[src/cdb_pkg.sv]
package cdb_pkg;

	//////////////////////////////
	// widths
	localparam int DATA_WIDTH = 32;
	localparam int TAG_WIDTH = 6;
	localparam int N_READ = 2;

	// reservation depths
	localparam int GPR_SLOTS = 3;
	localparam int FPR_SLOTS = 14;

	// entry stages, fixed by the instruction set
	localparam int HEAD_STAGE = 0;
	localparam int FTOI_STAGE = 2;
	localparam int FDIV_STAGE = 13;
	localparam int FADD_STAGE = 5;
	localparam int FMUL_STAGE = 3;
	localparam int ITOF_STAGE = 2;

	// grant to beat, in cycles
	localparam int HEAD_LATENCY = HEAD_STAGE + 1;
	localparam int FTOI_LATENCY = FTOI_STAGE + 1;
	localparam int FDIV_LATENCY = FDIV_STAGE + 1;
	localparam int FADD_LATENCY = FADD_STAGE + 1;
	localparam int FMUL_LATENCY = FMUL_STAGE + 1;
	localparam int ITOF_LATENCY = ITOF_STAGE + 1;
	localparam int IN_LATENCY = 0;

	//////////////////////////////
	typedef logic [DATA_WIDTH-1:0] word_t;
	typedef logic [TAG_WIDTH-1:0] tag_t;

	typedef enum logic [1:0] {
		GPR_UNIT_ADD_SUB,
		GPR_UNIT_NEXT_MOV,
		GPR_UNIT_LW,
		GPR_UNIT_FTOI
	} gpr_unit_t;

	typedef enum logic [2:0] {
		FPR_UNIT_FDIV,
		FPR_UNIT_FSQRT,
		FPR_UNIT_FADD_FSUB,
		FPR_UNIT_FMUL,
		FPR_UNIT_ITOF,
		FPR_UNIT_LW,
		FPR_UNIT_FMOV
	} fpr_unit_t;

	typedef struct packed {
		logic valid;
		tag_t tag;
		word_t result;
	} unit_req_t;

	// quotient in result, root in result_sqrt
	typedef struct packed {
		logic valid;
		tag_t tag;
		logic is_sqrt;
		word_t result;
		word_t result_sqrt;
	} fdiv_req_t;

	typedef struct packed {
		logic valid;
		tag_t tag;
		word_t data;
	} cdb_t;

	typedef struct packed {
		logic valid;
		tag_t tag;
		gpr_unit_t unit;
	} gpr_slot_t;

	typedef struct packed {
		logic valid;
		tag_t tag;
		fpr_unit_t unit;
	} fpr_slot_t;

	//////////////////////////////
	// operand bypass: arch first, then a same-cycle beat, then rob
	function automatic cdb_t bypass_read(cdb_t arch, cdb_t rob, cdb_t beat);
		cdb_t r;
		logic hit;
		hit = beat.valid && beat.tag == arch.tag;
		r.valid = arch.valid || rob.valid || hit;
		r.tag = arch.tag;
		if (arch.valid) begin
			r.data = arch.data;
		end else if (hit) begin
			r.data = beat.data;
		end else begin
			r.data = rob.data;
		end
		return r;
	endfunction

endpackage

[src/fpr_result_bus.sv]
`timescale 1ns/1ps

module fpr_result_bus import cdb_pkg::*; (
	input logic clk,
	input logic reset,
	input unit_req_t lw,
	input unit_req_t fmov,
	input unit_req_t fadd_fsub,
	input unit_req_t fmul,
	input unit_req_t itof,
	input unit_req_t in_req,
	input fdiv_req_t fdiv_fsqrt,
	output logic lw_ready,
	output logic fmov_ready,
	output logic fadd_fsub_ready,
	output logic fmul_ready,
	output logic itof_ready,
	output logic in_ready,
	output logic fdiv_fsqrt_ready,
	input cdb_t arch_read [N_READ],
	input cdb_t rob_read [N_READ],
	output cdb_t cdb,
	output cdb_t read [N_READ]
);
	fpr_slot_t slot [FPR_SLOTS];
	fpr_slot_t slot_next [FPR_SLOTS];
	logic lw_go;
	logic fmov_go;
	logic fadd_fsub_go;
	logic fmul_go;
	logic itof_go;
	logic in_go;
	logic fdiv_fsqrt_go;

	//////////////////////////////
	// readiness
	// a unit merges in only when the stage above its entry is empty
	assign fdiv_fsqrt_ready = 1'b1;
	assign fadd_fsub_ready = !slot[FADD_STAGE + 1].valid;
	assign fmul_ready = !slot[FMUL_STAGE + 1].valid;
	assign itof_ready = !slot[ITOF_STAGE + 1].valid;
	assign lw_ready = !slot[HEAD_STAGE + 1].valid;
	assign fmov_ready = lw_ready && !lw.valid;
	assign in_ready = !slot[HEAD_STAGE].valid;

	assign fdiv_fsqrt_go = fdiv_fsqrt.valid && fdiv_fsqrt_ready;
	assign fadd_fsub_go = fadd_fsub.valid && fadd_fsub_ready;
	assign fmul_go = fmul.valid && fmul_ready;
	assign itof_go = itof.valid && itof_ready;
	assign lw_go = lw.valid && lw_ready;
	assign fmov_go = fmov.valid && fmov_ready;
	assign in_go = in_req.valid && in_ready;

	//////////////////////////////
	// reservation register
	always_comb begin
		slot_next[FDIV_STAGE].valid = fdiv_fsqrt_go;
		slot_next[FDIV_STAGE].tag = fdiv_fsqrt.tag;
		if (fdiv_fsqrt.is_sqrt) begin
			slot_next[FDIV_STAGE].unit = FPR_UNIT_FSQRT;
		end else begin
			slot_next[FDIV_STAGE].unit = FPR_UNIT_FDIV;
		end
		for (int i = HEAD_STAGE; i < FDIV_STAGE; i++) begin
			slot_next[i] = slot[i + 1];
		end

		// staggered entry points
		if (!slot[FADD_STAGE + 1].valid) begin
			slot_next[FADD_STAGE] = '{
				valid: fadd_fsub_go,
				tag: fadd_fsub.tag,
				unit: FPR_UNIT_FADD_FSUB
			};
		end
		if (!slot[FMUL_STAGE + 1].valid) begin
			slot_next[FMUL_STAGE] = '{valid: fmul_go, tag: fmul.tag, unit: FPR_UNIT_FMUL};
		end
		if (!slot[ITOF_STAGE + 1].valid) begin
			slot_next[ITOF_STAGE] = '{valid: itof_go, tag: itof.tag, unit: FPR_UNIT_ITOF};
		end

		// lw before fmov at the head
		if (!slot[HEAD_STAGE + 1].valid) begin
			slot_next[HEAD_STAGE].valid = lw_go || fmov_go;
			if (lw_go) begin
				slot_next[HEAD_STAGE].tag = lw.tag;
				slot_next[HEAD_STAGE].unit = FPR_UNIT_LW;
			end else begin
				slot_next[HEAD_STAGE].tag = fmov.tag;
				slot_next[HEAD_STAGE].unit = FPR_UNIT_FMOV;
			end
		end
	end

	always_ff @(posedge clk) begin
		for (int i = 0; i < FPR_SLOTS; i++) begin
			slot[i].tag <= slot_next[i].tag;
			slot[i].unit <= slot_next[i].unit;
			if (reset) begin
				slot[i].valid <= 1'b0;
			end else begin
				slot[i].valid <= slot_next[i].valid;
			end
		end
	end

	//////////////////////////////
	// bus beat
	always_comb begin
		cdb.valid = slot[HEAD_STAGE].valid || in_go;
		cdb.tag = in_req.tag;
		cdb.data = in_req.result;
		if (slot[HEAD_STAGE].valid) begin
			cdb.tag = slot[HEAD_STAGE].tag;
			case (slot[HEAD_STAGE].unit)
				FPR_UNIT_FDIV: cdb.data = fdiv_fsqrt.result;
				FPR_UNIT_FSQRT: cdb.data = fdiv_fsqrt.result_sqrt;
				FPR_UNIT_FADD_FSUB: cdb.data = fadd_fsub.result;
				FPR_UNIT_FMUL: cdb.data = fmul.result;
				FPR_UNIT_ITOF: cdb.data = itof.result;
				FPR_UNIT_LW: cdb.data = lw.result;
				FPR_UNIT_FMOV: cdb.data = fmov.result;
			endcase
		end
	end

	// operand bypass
	for (genvar i = 0; i < N_READ; i++) begin : g_read
		assign read[i] = bypass_read(arch_read[i], rob_read[i], cdb);
	end

endmodule

[src/gpr_result_bus.sv]
`timescale 1ns/1ps

module gpr_result_bus import cdb_pkg::*; (
	input logic clk,
	input logic reset,
	input unit_req_t lw,
	input unit_req_t add_sub,
	input unit_req_t next,
	input unit_req_t mov,
	input unit_req_t ftoi,
	input unit_req_t in_req,
	output logic lw_ready,
	output logic add_sub_ready,
	output logic next_ready,
	output logic mov_ready,
	output logic ftoi_ready,
	output logic in_ready,
	input cdb_t arch_read [N_READ],
	input cdb_t rob_read [N_READ],
	output cdb_t cdb,
	output cdb_t read [N_READ]
);
	gpr_slot_t slot [GPR_SLOTS];
	gpr_slot_t slot_next [GPR_SLOTS];
	logic lw_go;
	logic add_sub_go;
	logic next_go;
	logic mov_go;
	logic ftoi_go;
	logic in_go;
	word_t next_mov_result;

	//////////////////////////////
	// readiness
	assign ftoi_ready = 1'b1;
	assign lw_ready = !slot[HEAD_STAGE + 1].valid;
	assign add_sub_ready = lw_ready && !lw.valid;
	assign next_ready = add_sub_ready && !add_sub.valid;
	assign mov_ready = next_ready && !next.valid;
	assign in_ready = !slot[HEAD_STAGE].valid;

	assign lw_go = lw.valid && lw_ready;
	assign add_sub_go = add_sub.valid && add_sub_ready;
	assign next_go = next.valid && next_ready;
	assign mov_go = mov.valid && mov_ready;
	assign ftoi_go = ftoi.valid && ftoi_ready;
	assign in_go = in_req.valid && in_ready;

	//////////////////////////////
	// reservation register
	always_comb begin
		slot_next[FTOI_STAGE] = '{valid: ftoi_go, tag: ftoi.tag, unit: GPR_UNIT_FTOI};
		for (int i = HEAD_STAGE; i < FTOI_STAGE; i++) begin
			slot_next[i] = slot[i + 1];
		end
		// head is free for the stage-0 units only if nothing moves down
		if (!slot[HEAD_STAGE + 1].valid) begin
			slot_next[HEAD_STAGE].valid = lw_go || add_sub_go || next_go || mov_go;
			if (lw_go) begin
				slot_next[HEAD_STAGE].tag = lw.tag;
				slot_next[HEAD_STAGE].unit = GPR_UNIT_LW;
			end else if (add_sub_go) begin
				slot_next[HEAD_STAGE].tag = add_sub.tag;
				slot_next[HEAD_STAGE].unit = GPR_UNIT_ADD_SUB;
			end else if (next_go) begin
				slot_next[HEAD_STAGE].tag = next.tag;
				slot_next[HEAD_STAGE].unit = GPR_UNIT_NEXT_MOV;
			end else begin
				slot_next[HEAD_STAGE].tag = mov.tag;
				slot_next[HEAD_STAGE].unit = GPR_UNIT_NEXT_MOV;
			end
		end
	end

	always_ff @(posedge clk) begin
		for (int i = 0; i < GPR_SLOTS; i++) begin
			slot[i].tag <= slot_next[i].tag;
			slot[i].unit <= slot_next[i].unit;
			if (reset) begin
				slot[i].valid <= 1'b0;
			end else begin
				slot[i].valid <= slot_next[i].valid;
			end
		end
	end

	// next and mov hand over their result at grant
	always_ff @(posedge clk) begin
		if (next_go) begin
			next_mov_result <= next.result;
		end else if (mov_go) begin
			next_mov_result <= mov.result;
		end
	end

	//////////////////////////////
	// bus beat
	always_comb begin
		cdb.valid = slot[HEAD_STAGE].valid || in_go;
		cdb.tag = in_req.tag;
		cdb.data = in_req.result;
		if (slot[HEAD_STAGE].valid) begin
			cdb.tag = slot[HEAD_STAGE].tag;
			case (slot[HEAD_STAGE].unit)
				GPR_UNIT_ADD_SUB: cdb.data = add_sub.result;
				GPR_UNIT_NEXT_MOV: cdb.data = next_mov_result;
				GPR_UNIT_LW: cdb.data = lw.result;
				GPR_UNIT_FTOI: cdb.data = ftoi.result;
			endcase
		end
	end

	// operand bypass
	for (genvar i = 0; i < N_READ; i++) begin : g_read
		assign read[i] = bypass_read(arch_read[i], rob_read[i], cdb);
	end

endmodule

[src/writeback_core.sv]
`timescale 1ns/1ps

module writeback_core import cdb_pkg::*; (
	input logic clk,
	input logic reset,

	// gpr side
	input unit_req_t gpr_lw,
	input unit_req_t add_sub,
	input unit_req_t next,
	input unit_req_t mov,
	input unit_req_t ftoi,
	input unit_req_t gpr_in,
	output logic gpr_lw_ready,
	output logic add_sub_ready,
	output logic next_ready,
	output logic mov_ready,
	output logic ftoi_ready,
	output logic gpr_in_ready,
	input cdb_t gpr_arch_read [N_READ],
	input cdb_t gpr_rob_read [N_READ],
	output cdb_t gpr_cdb,
	output cdb_t gpr_read [N_READ],

	// fpr side
	input unit_req_t fpr_lw,
	input unit_req_t fmov,
	input unit_req_t fadd_fsub,
	input unit_req_t fmul,
	input unit_req_t itof,
	input unit_req_t fpr_in,
	input fdiv_req_t fdiv_fsqrt,
	output logic fpr_lw_ready,
	output logic fmov_ready,
	output logic fadd_fsub_ready,
	output logic fmul_ready,
	output logic itof_ready,
	output logic fpr_in_ready,
	output logic fdiv_fsqrt_ready,
	input cdb_t fpr_arch_read [N_READ],
	input cdb_t fpr_rob_read [N_READ],
	output cdb_t fpr_cdb,
	output cdb_t fpr_read [N_READ]
);

	gpr_result_bus i_gpr_result_bus (
		.clk,
		.reset,
		.lw(gpr_lw),
		.add_sub,
		.next,
		.mov,
		.ftoi,
		.in_req(gpr_in),
		.lw_ready(gpr_lw_ready),
		.add_sub_ready,
		.next_ready,
		.mov_ready,
		.ftoi_ready,
		.in_ready(gpr_in_ready),
		.arch_read(gpr_arch_read),
		.rob_read(gpr_rob_read),
		.cdb(gpr_cdb),
		.read(gpr_read)
	);

	fpr_result_bus i_fpr_result_bus (
		.clk,
		.reset,
		.lw(fpr_lw),
		.fmov,
		.fadd_fsub,
		.fmul,
		.itof,
		.in_req(fpr_in),
		.fdiv_fsqrt,
		.lw_ready(fpr_lw_ready),
		.fmov_ready,
		.fadd_fsub_ready,
		.fmul_ready,
		.itof_ready,
		.in_ready(fpr_in_ready),
		.fdiv_fsqrt_ready,
		.arch_read(fpr_arch_read),
		.rob_read(fpr_rob_read),
		.cdb(fpr_cdb),
		.read(fpr_read)
	);

endmodule

[config.mk]
export PLATFORM = sky130hd
export DESIGN_NAME = writeback_core
export DESIGN_NICKNAME = d
export VERILOG_FILES = /design/src/cdb_pkg.sv /design/src/fpr_result_bus.sv /design/src/gpr_result_bus.sv /design/src/writeback_core.sv
export SDC_FILE = /design/constraint.sdc
export NUM_CORES = 1
export LEC_CHECK = 0
export BUFFER_PORTS_ARGS = -buffer_cell sky130_fd_sc_hd__buf_2
export CORE_AREA = 2 2 428 430
export CTS_CLUSTER_DIAMETER = 200
export DETAILED_ROUTE_END_ITERATION = 6
export DIE_AREA = 0 0 430 432
export SYNTH_ARGS = -nofsm -noshare
export SYNTH_HDL_FRONTEND = slang
export SYNTH_HIERARCHICAL = 1
export SYNTH_SLANG_ARGS = --single-unit
[constraint.sdc]
create_clock -name clk -period 3.6 [get_ports clk]
set_input_delay 0.18 -clock clk [delete_from_list [all_inputs] [get_ports clk]]
set_output_delay 0.18 -clock clk [all_outputs]
set_load 0.01 [all_outputs]
After elaboration in Yosys (flattened, before gate mapping):

Memory sizes are Yosys's and may differ from the RTL's.
Cells that the tools add are included.

* word-level logic and storage cells: 124
* bits in registers: 32
* memory bits (writable): 167
* output and inout bits: 247
* bits of input ports: 854
* bits in latches: 0
* memories kept: 2
* ROM bits: 0

Memories
* i_fpr_result_bus.slot: depth 14, bits a word 10, read ports 14, clocked after Yosys merged registers in 0, wr ports 14, line fpr_result_bus.sv:25 `fpr_slot_t slot [FPR_SLOTS];`
* i_gpr_result_bus.slot: depth 3, bits a word 9, read ports 3, clocked after Yosys merged registers in 0, wr ports 3, line gpr_result_bus.sv:23 `gpr_slot_t slot [GPR_SLOTS];`

* reductions and logical operators: 47
* add/subtract/negate cells: 0
* $lt $le $gt $ge: 0
* shifts and indexed selects: 0
* multipliers: 0
* divide/modulo/power cells: 0
* multiplexer cells: 44
* bitwise logic cells: 17
* equal/unequal tests: 13

Operators by type and width (number)
* $mux W32: 10
* $pmux W32 S7: 1
* $pmux W32 S4: 1
* $mux W38: 2
* $mux W10: 4
* $eq A6 B6 Y1: 4
* $mux W8: 3
* $mux W1: 21
* $logic_and A1 B1 Y1: 19
* $mux W9: 2
* $or A1 B1 Y1: 17
* $logic_or A1 B1 Y1: 14
* $logic_not A1 Y1: 11
* $eq A3 B3 Y1 const B: 3
* $eq A3 B2 Y1 const B: 2
* $eq A2 B2 Y1 const B: 2
* $eq A3 B1 Y1 const B: 1
* $logic_not A3 Y1: 1
* $eq A2 B1 Y1 const B: 1
* $logic_not A2 Y1: 1
* $reduce_bool A2 Y1: 1

Longest topological paths before layout:

An unclocked memory read counts as a cell.

* depth in word-level cells: 10
* gate-level depth with buffers: 9
* gate-level depth less buffers: 5

Cells and area by module:

The synthesis kept the hierarchy.

By module, submodules not included
* fpr_result_bus: instances 1, seq. area each 2422.3 um^2, cells each 795, area each 7249.5 um^2
* gpr_result_bus: instances 1, seq. area each 1421.4 um^2, cells each 592, area each 5407.7 um^2

Worst setup path before layout:

No wires, ideal clock.

* path kind: input to register
* start point: input gpr_lw[38] (netlist name)
* end point: register i_gpr_result_bus.next_mov_result[0] (enable)
* stages: 4
* setup time: 0.421 ns
* buffers on the path: 2
* data required time: 3.179 ns
* arrival time: 2.254 ns
* path slack: 0.925 ns
* cells stage by stage: clkbuf_1 -> or3_1 -> buf_2 -> nor2_1

* longest elaborated chain between the ends: 6
* elaborated cells between the ends (all ways): 7
* those cells by class: reduce/logical: 7

RTL lines
* start: declaration: line writeback_core.sv:8 `input unit_req_t gpr_lw,`
* $logic_not A1 Y1 (*): line gpr_result_bus.sv:37 `assign add_sub_ready = lw_ready && !lw.valid;`
* $logic_and A1 B1 Y1 (*): line gpr_result_bus.sv:37
* $logic_and A1 B1 Y1 (*): line gpr_result_bus.sv:38 `assign next_ready = add_sub_ready && !add_sub.valid;`
* $logic_and A1 B1 Y1: line gpr_result_bus.sv:39 `assign mov_ready = next_ready && !next.valid;`
* $logic_and A1 B1 Y1: line gpr_result_bus.sv:45 `assign mov_go = mov.valid && mov_ready;`
* $reduce_bool A2 Y1 (no line) (*)
* end signal: assignment: line gpr_result_bus.sv:90 `next_mov_result <= next.result;`
* end signal: assignment: line gpr_result_bus.sv:92 `next_mov_result <= mov.result;`
* end: declaration: line gpr_result_bus.sv:31 `word_t next_mov_result;`

Mark *: on every way between the ends. The rest lies on a longest branch, timed or not.
A chain may end at the register's enable or synchronous reset.

==> flow_results.xml <==
<?xml version="1.0" encoding="UTF-8"?>
<metrics>
  <group name="worst_hold_path">
    <metric name="min_from" unit="">mov[30]</metric>
    <metric name="hold_path_depth" unit="">2</metric>
    <metric name="timing.hold.worst_endpoint" unit="">i_gpr_result_bus/next_mov_result[30]</metric>
    <metric name="worstHoldPathType" unit="">in -&gt; reg</metric>
  </group>
  <group name="route">
    <metric name="route.detailed.wl_per_inst" unit="µm">28.0</metric>
    <metric name="drt_iter0_markers" unit="">1367</metric>
    <metric name="post_drt_via_cell_ratio" unit="">3.43</metric>
    <metric name="wl" unit="µm">137000</metric>
    <metric name="postRouteAntennaNets" unit="">0</metric>
    <metric name="firstDrtPassIters" unit="">5</metric>
    <metric name="vias_after_detailed_routing" unit="">16811</metric>
    <metric name="route.detailed.drc" unit="">0</metric>
  </group>
  <group name="finish">
    <metric name="multiInputGateArea" unit="mm²">0.00774</metric>
    <metric name="design_area" unit="mm²">0.0224</metric>
    <metric name="design.final.nets" unit="">3326</metric>
    <metric name="fillers" unit="">20974</metric>
    <metric name="areaGrowthSynthToFinish" unit="%">76.6</metric>
    <metric name="regArea" unit="mm²">0.00386</metric>
    <metric name="post_route_cells_drive_above_1_share" unit="%">54.5</metric>
  </group>
  <group name="grt">
    <metric name="global_route.usage.total" unit="%">14.1</metric>
    <metric name="total_overflow_reported_by_the_global_router" unit="">0</metric>
    <metric name="number_of_antenna_violations_at_the_first_check_in_global_routing" unit="">132</metric>
    <metric name="via_count_of_the_first_global_routing_pass" unit="">15863</metric>
    <metric name="grt_start_max_net_pins" unit="">61</metric>
    <metric name="first_pass_grt_wire_length" unit="µm">168000</metric>
  </group>
  <group name="setup_path">
    <metric name="rrSetupSlack" unit="ps">300</metric>
    <metric name="setup.worst_path.class" unit="">reg -&gt; out</metric>
    <metric name="worstPathMaxFanout" unit="">35</metric>
    <metric name="critPathLaunchType" unit="">register</metric>
    <metric name="worst_r2r_endpoint" unit="">i_gpr_result_bus/next_mov_result[14]</metric>
    <metric name="worst-endpoint-arrival" unit="ps">3280</metric>
    <metric name="data_required_time_of_the_worst_path" unit="ps">3420</metric>
    <metric name="kind_of_end_point_of_the_critical_path" unit="">output port</metric>
    <metric name="source_of_the_worst_register_to_register_timing_path" unit="">i_gpr_result_bus/slot[1][8]</metric>
    <metric name="reg2reg_depth" unit="">7</metric>
  </group>
  <group name="die">
    <metric name="floorplan.io_pins" unit="">1101</metric>
    <metric name="start_util" unit="%">6.97</metric>
    <metric name="design.die.area" unit="mm²">0.186</metric>
    <metric name="coreArea" unit="mm²">0.182</metric>
    <metric name="core.rowCount" unit="">157</metric>
    <metric name="die_height" unit="µm">432</metric>
    <metric name="chipWidth" unit="µm">430</metric>
  </group>
  <group name="yosys">
    <metric name="synth_flop_cell" unit="">sky130_fd_sc_hd__dfxtp_1</metric>
    <metric name="syn-cell-area" unit="mm²">0.0127</metric>
    <metric name="synth_sequential_area_ratio" unit="%">30.4</metric>
    <metric name="yosys-top-cells-area" unit="">sky130_fd_sc_hd__dfxtp_1, sky130_fd_sc_hd__mux4_2, sky130_fd_sc_hd__edfxtp_1</metric>
    <metric name="edff_count_synth" unit="">32</metric>
    <metric name="synthMostInstantiatedCell" unit="">sky130_fd_sc_hd__dfxtp_1</metric>
    <metric name="synth_warnings" unit="">6</metric>
    <metric name="async_set_or_reset_flop_fraction_in_the_synthesized_netlist" unit="%">0</metric>
    <metric name="postSynthNetCount" unit="">2241</metric>
    <metric name="post_synth.cell_area_avg" unit="µm²">9.13</metric>
    <metric name="yosysTopAreaCellShare" unit="%">22.8</metric>
    <metric name="synth_cell_type_count" unit="">53</metric>
    <metric name="top_cells_by_count_synth" unit="">sky130_fd_sc_hd__dfxtp_1, sky130_fd_sc_hd__nand2_1, sky130_fd_sc_hd__clkbuf_1, sky130_fd_sc_hd__o21ai_0, sky130_fd_sc_hd__nor2b_1</metric>
    <metric name="netlist.top_cell.by_area" unit="">sky130_fd_sc_hd__dfxtp_1</metric>
    <metric name="ys_ff_latch" unit="">176</metric>
    <metric name="synthCells" unit="">1387</metric>
  </group>
  <group name="sta">
    <metric name="min_period_over_period" unit="%">96.2</metric>
    <metric name="setup-tns-final" unit="ps">0</metric>
    <metric name="fin_clk_skew" unit="ps">8.21</metric>
    <metric name="slew_violations" unit="">0</metric>
    <metric name="timing_worst_slew_pin_value" unit="ps">917</metric>
    <metric name="setup_repair_after_global_routing_missed_its_margin" unit="">false</metric>
    <metric name="timing.final.crit_period" unit="ps">3460</metric>
    <metric name="timing.fmax" unit="GHz">0.289</metric>
    <metric name="total_of_endpoints_with_negative_setup_slack_in_the_final_report" unit="">0</metric>
    <metric name="timing.hold.ws" unit="ps">54.9</metric>
    <metric name="worst_slew_margin_rel" unit="%">38.6</metric>
    <metric name="final-hold-violation-count" unit="">0</metric>
  </group>
  <group name="power_and_ir_drop">
    <metric name="static-leakage-power" unit="nW">9.61</metric>
    <metric name="ir_worst_vdd" unit="mV">0.377</metric>
    <metric name="power_density" unit="mW/mm²">303</metric>
  </group>
  <group name="clock_network">
    <metric name="cts_root_buffer" unit="">sky130_fd_sc_hd__clkbuf_16</metric>
    <metric name="clock_tree.htree_level_count" unit="">4</metric>
    <metric name="cts_buffer_depth" unit="">2</metric>
    <metric name="cts_made_buffers" unit="">17</metric>
    <metric name="tritoncts" unit="">built</metric>
    <metric name="clk_pin_slew_worst_paths" unit="ps">80</metric>
    <metric name="clock-sinks" unit="">176</metric>
    <metric name="clkLatencyLatePin" unit="ps">490</metric>
  </group>
  <group name="placement">
    <metric name="portBuffers" unit="">1074</metric>
    <metric name="detailed_place.area" unit="mm²">0.0210</metric>
    <metric name="detailed_place_hpwl" unit="µm">122000</metric>
    <metric name="place_congestion" unit="">0.912</metric>
  </group>
  <group name="flow_run">
    <metric name="cap_viol_max_count" unit="">0</metric>
  </group>
  <group name="run_status">
    <metric name="status" unit="">complete, no violations</metric>
  </group>
</metrics>
-- worst max-delay path by stage --
stage / startpoint / to / slack, ps
final: i_fpr_result_bus/slot[0][1] / fpr_read[21] / 140
after global routing: i_gpr_result_bus/slot[0][8] / gpr_read[31] / 30
after CTS: i_fpr_result_bus/slot[0][2] / fpr_read[48] / 50
after detailed placement: i_fpr_result_bus/slot[0][9] / fpr_read[53] / 340
after global placement: i_fpr_result_bus/slot[0][9] / fpr_read[53] / 360
after floorplan: gpr_lw[38] / i_gpr_result_bus/next_mov_result[0] / 920
-- logic make-up after synthesis --
logic type / synth area share, %
other: 0.0593
and+or+nand+nor: 16.6
DFF: 30.4
AOI/OAI and AO/OA: 20.2
muxes: 21.8
xor gates and xnor gates: 1.87
buffers and inverters: 9.04
-- per-layer routing --
metal	vias to the layer above	share of wire, %	wire length [µm]	track usage (%)
met4	66	3.0	4090	3.99
met1	8112	39	53900	16.9
li1	7345	-	-	-
met2	1044	49	67100	24.3
met3	244	8.5	11700	3.92
met5	-	0.32	434	0
-- sequential cells by signal, indices dropped and copies added, names as in the netlist --
name / cells
i_gpr_result_bus/next_mov_result: 32
i_fpr_result_bus/slot: 121
i_gpr_result_bus/slot: 23
-- layout by cell type, fill, tap and decap left out, types with 30 or more instances in the layout --
cell                            netlist  final
sky130_fd_sc_hd__a311o_1             42     42
sky130_fd_sc_hd__and2_1              51     49
sky130_fd_sc_hd__buf_2               20   1072
sky130_fd_sc_hd__buf_4               26     92
sky130_fd_sc_hd__dfxtp_1            144    138
sky130_fd_sc_hd__dlygate4sd3_1        0     65
sky130_fd_sc_hd__edfxtp_1            32     32
sky130_fd_sc_hd__inv_1               75     75
sky130_fd_sc_hd__mux2_2              58     58
sky130_fd_sc_hd__mux2i_1             82     81
sky130_fd_sc_hd__mux4_2              53     53
sky130_fd_sc_hd__nand2_1            116    116
sky130_fd_sc_hd__nor2_1              32     31
sky130_fd_sc_hd__nor2b_1             92     92
sky130_fd_sc_hd__nor4_1              42     41
sky130_fd_sc_hd__o211ai_1            56     56
sky130_fd_sc_hd__o21ai_0             96     96
sky130_fd_sc_hd__o221ai_1            31     30
sky130_fd_sc_hd__o311ai_1            36     38
-- worst max-delay path: stages, from the launching register on --
cell	delay (ps)
sky130_fd_sc_hd__dfxtp_4	600
sky130_fd_sc_hd__buf_12	280
sky130_fd_sc_hd__mux4_2	630
sky130_fd_sc_hd__o221ai_1	650
sky130_fd_sc_hd__nor4_1	130
sky130_fd_sc_hd__a311o_1	310
sky130_fd_sc_hd__buf_2	140
-- metrics by stage --
step | cells | setup WS [ps] | total power, W | util [%]
after floorplan | 1387 | 925 | 0.00326 | -
after global routing | 4888 | 26.9 | 0.00713 | 12.3
after CTS | 4868 | 54.4 | 0.00694 | 12.2
after detailed placement | 4768 | 337 | 0.00486 | 11.5
final | 4899 | 137 | 0.00678 | 12.3
after global placement | 4768 | 363 | 0.00485 | 11.5
-- what timing repair did --
item	CTS	global route
hold buffers	65	0
resized for setup	3	3
pin swaps	1	0
setup buffers	3	2
setup endpoints to repair	57	5
endpoints found under the hold margin	53	0
-- power breakdown --
group / leakage [nW] / switching (W) / total (W) / internal (W)
logic: 7.82 / 0.00158 / 0.00267 / 0.00110
registers: 1.51 / 0.0000909 / 0.00221 / 0.00212
clock network: 0.288 / 0.000895 / 0.00190 / 0.00101
-- cell type report --
type | count | area share [%]
multi-input cells | 964 | 34.6
repair buffers | 1235 | 30.5
flip-flops and latches | 176 | 17.3
well taps | 2385 | 13.3
clock buffers | 20 | 2.05
inverters | 78 | 1.31
clock inverters | 12 | 0.537
diodes | 29 | 0.325
Power figures use the tool's default switching activity.
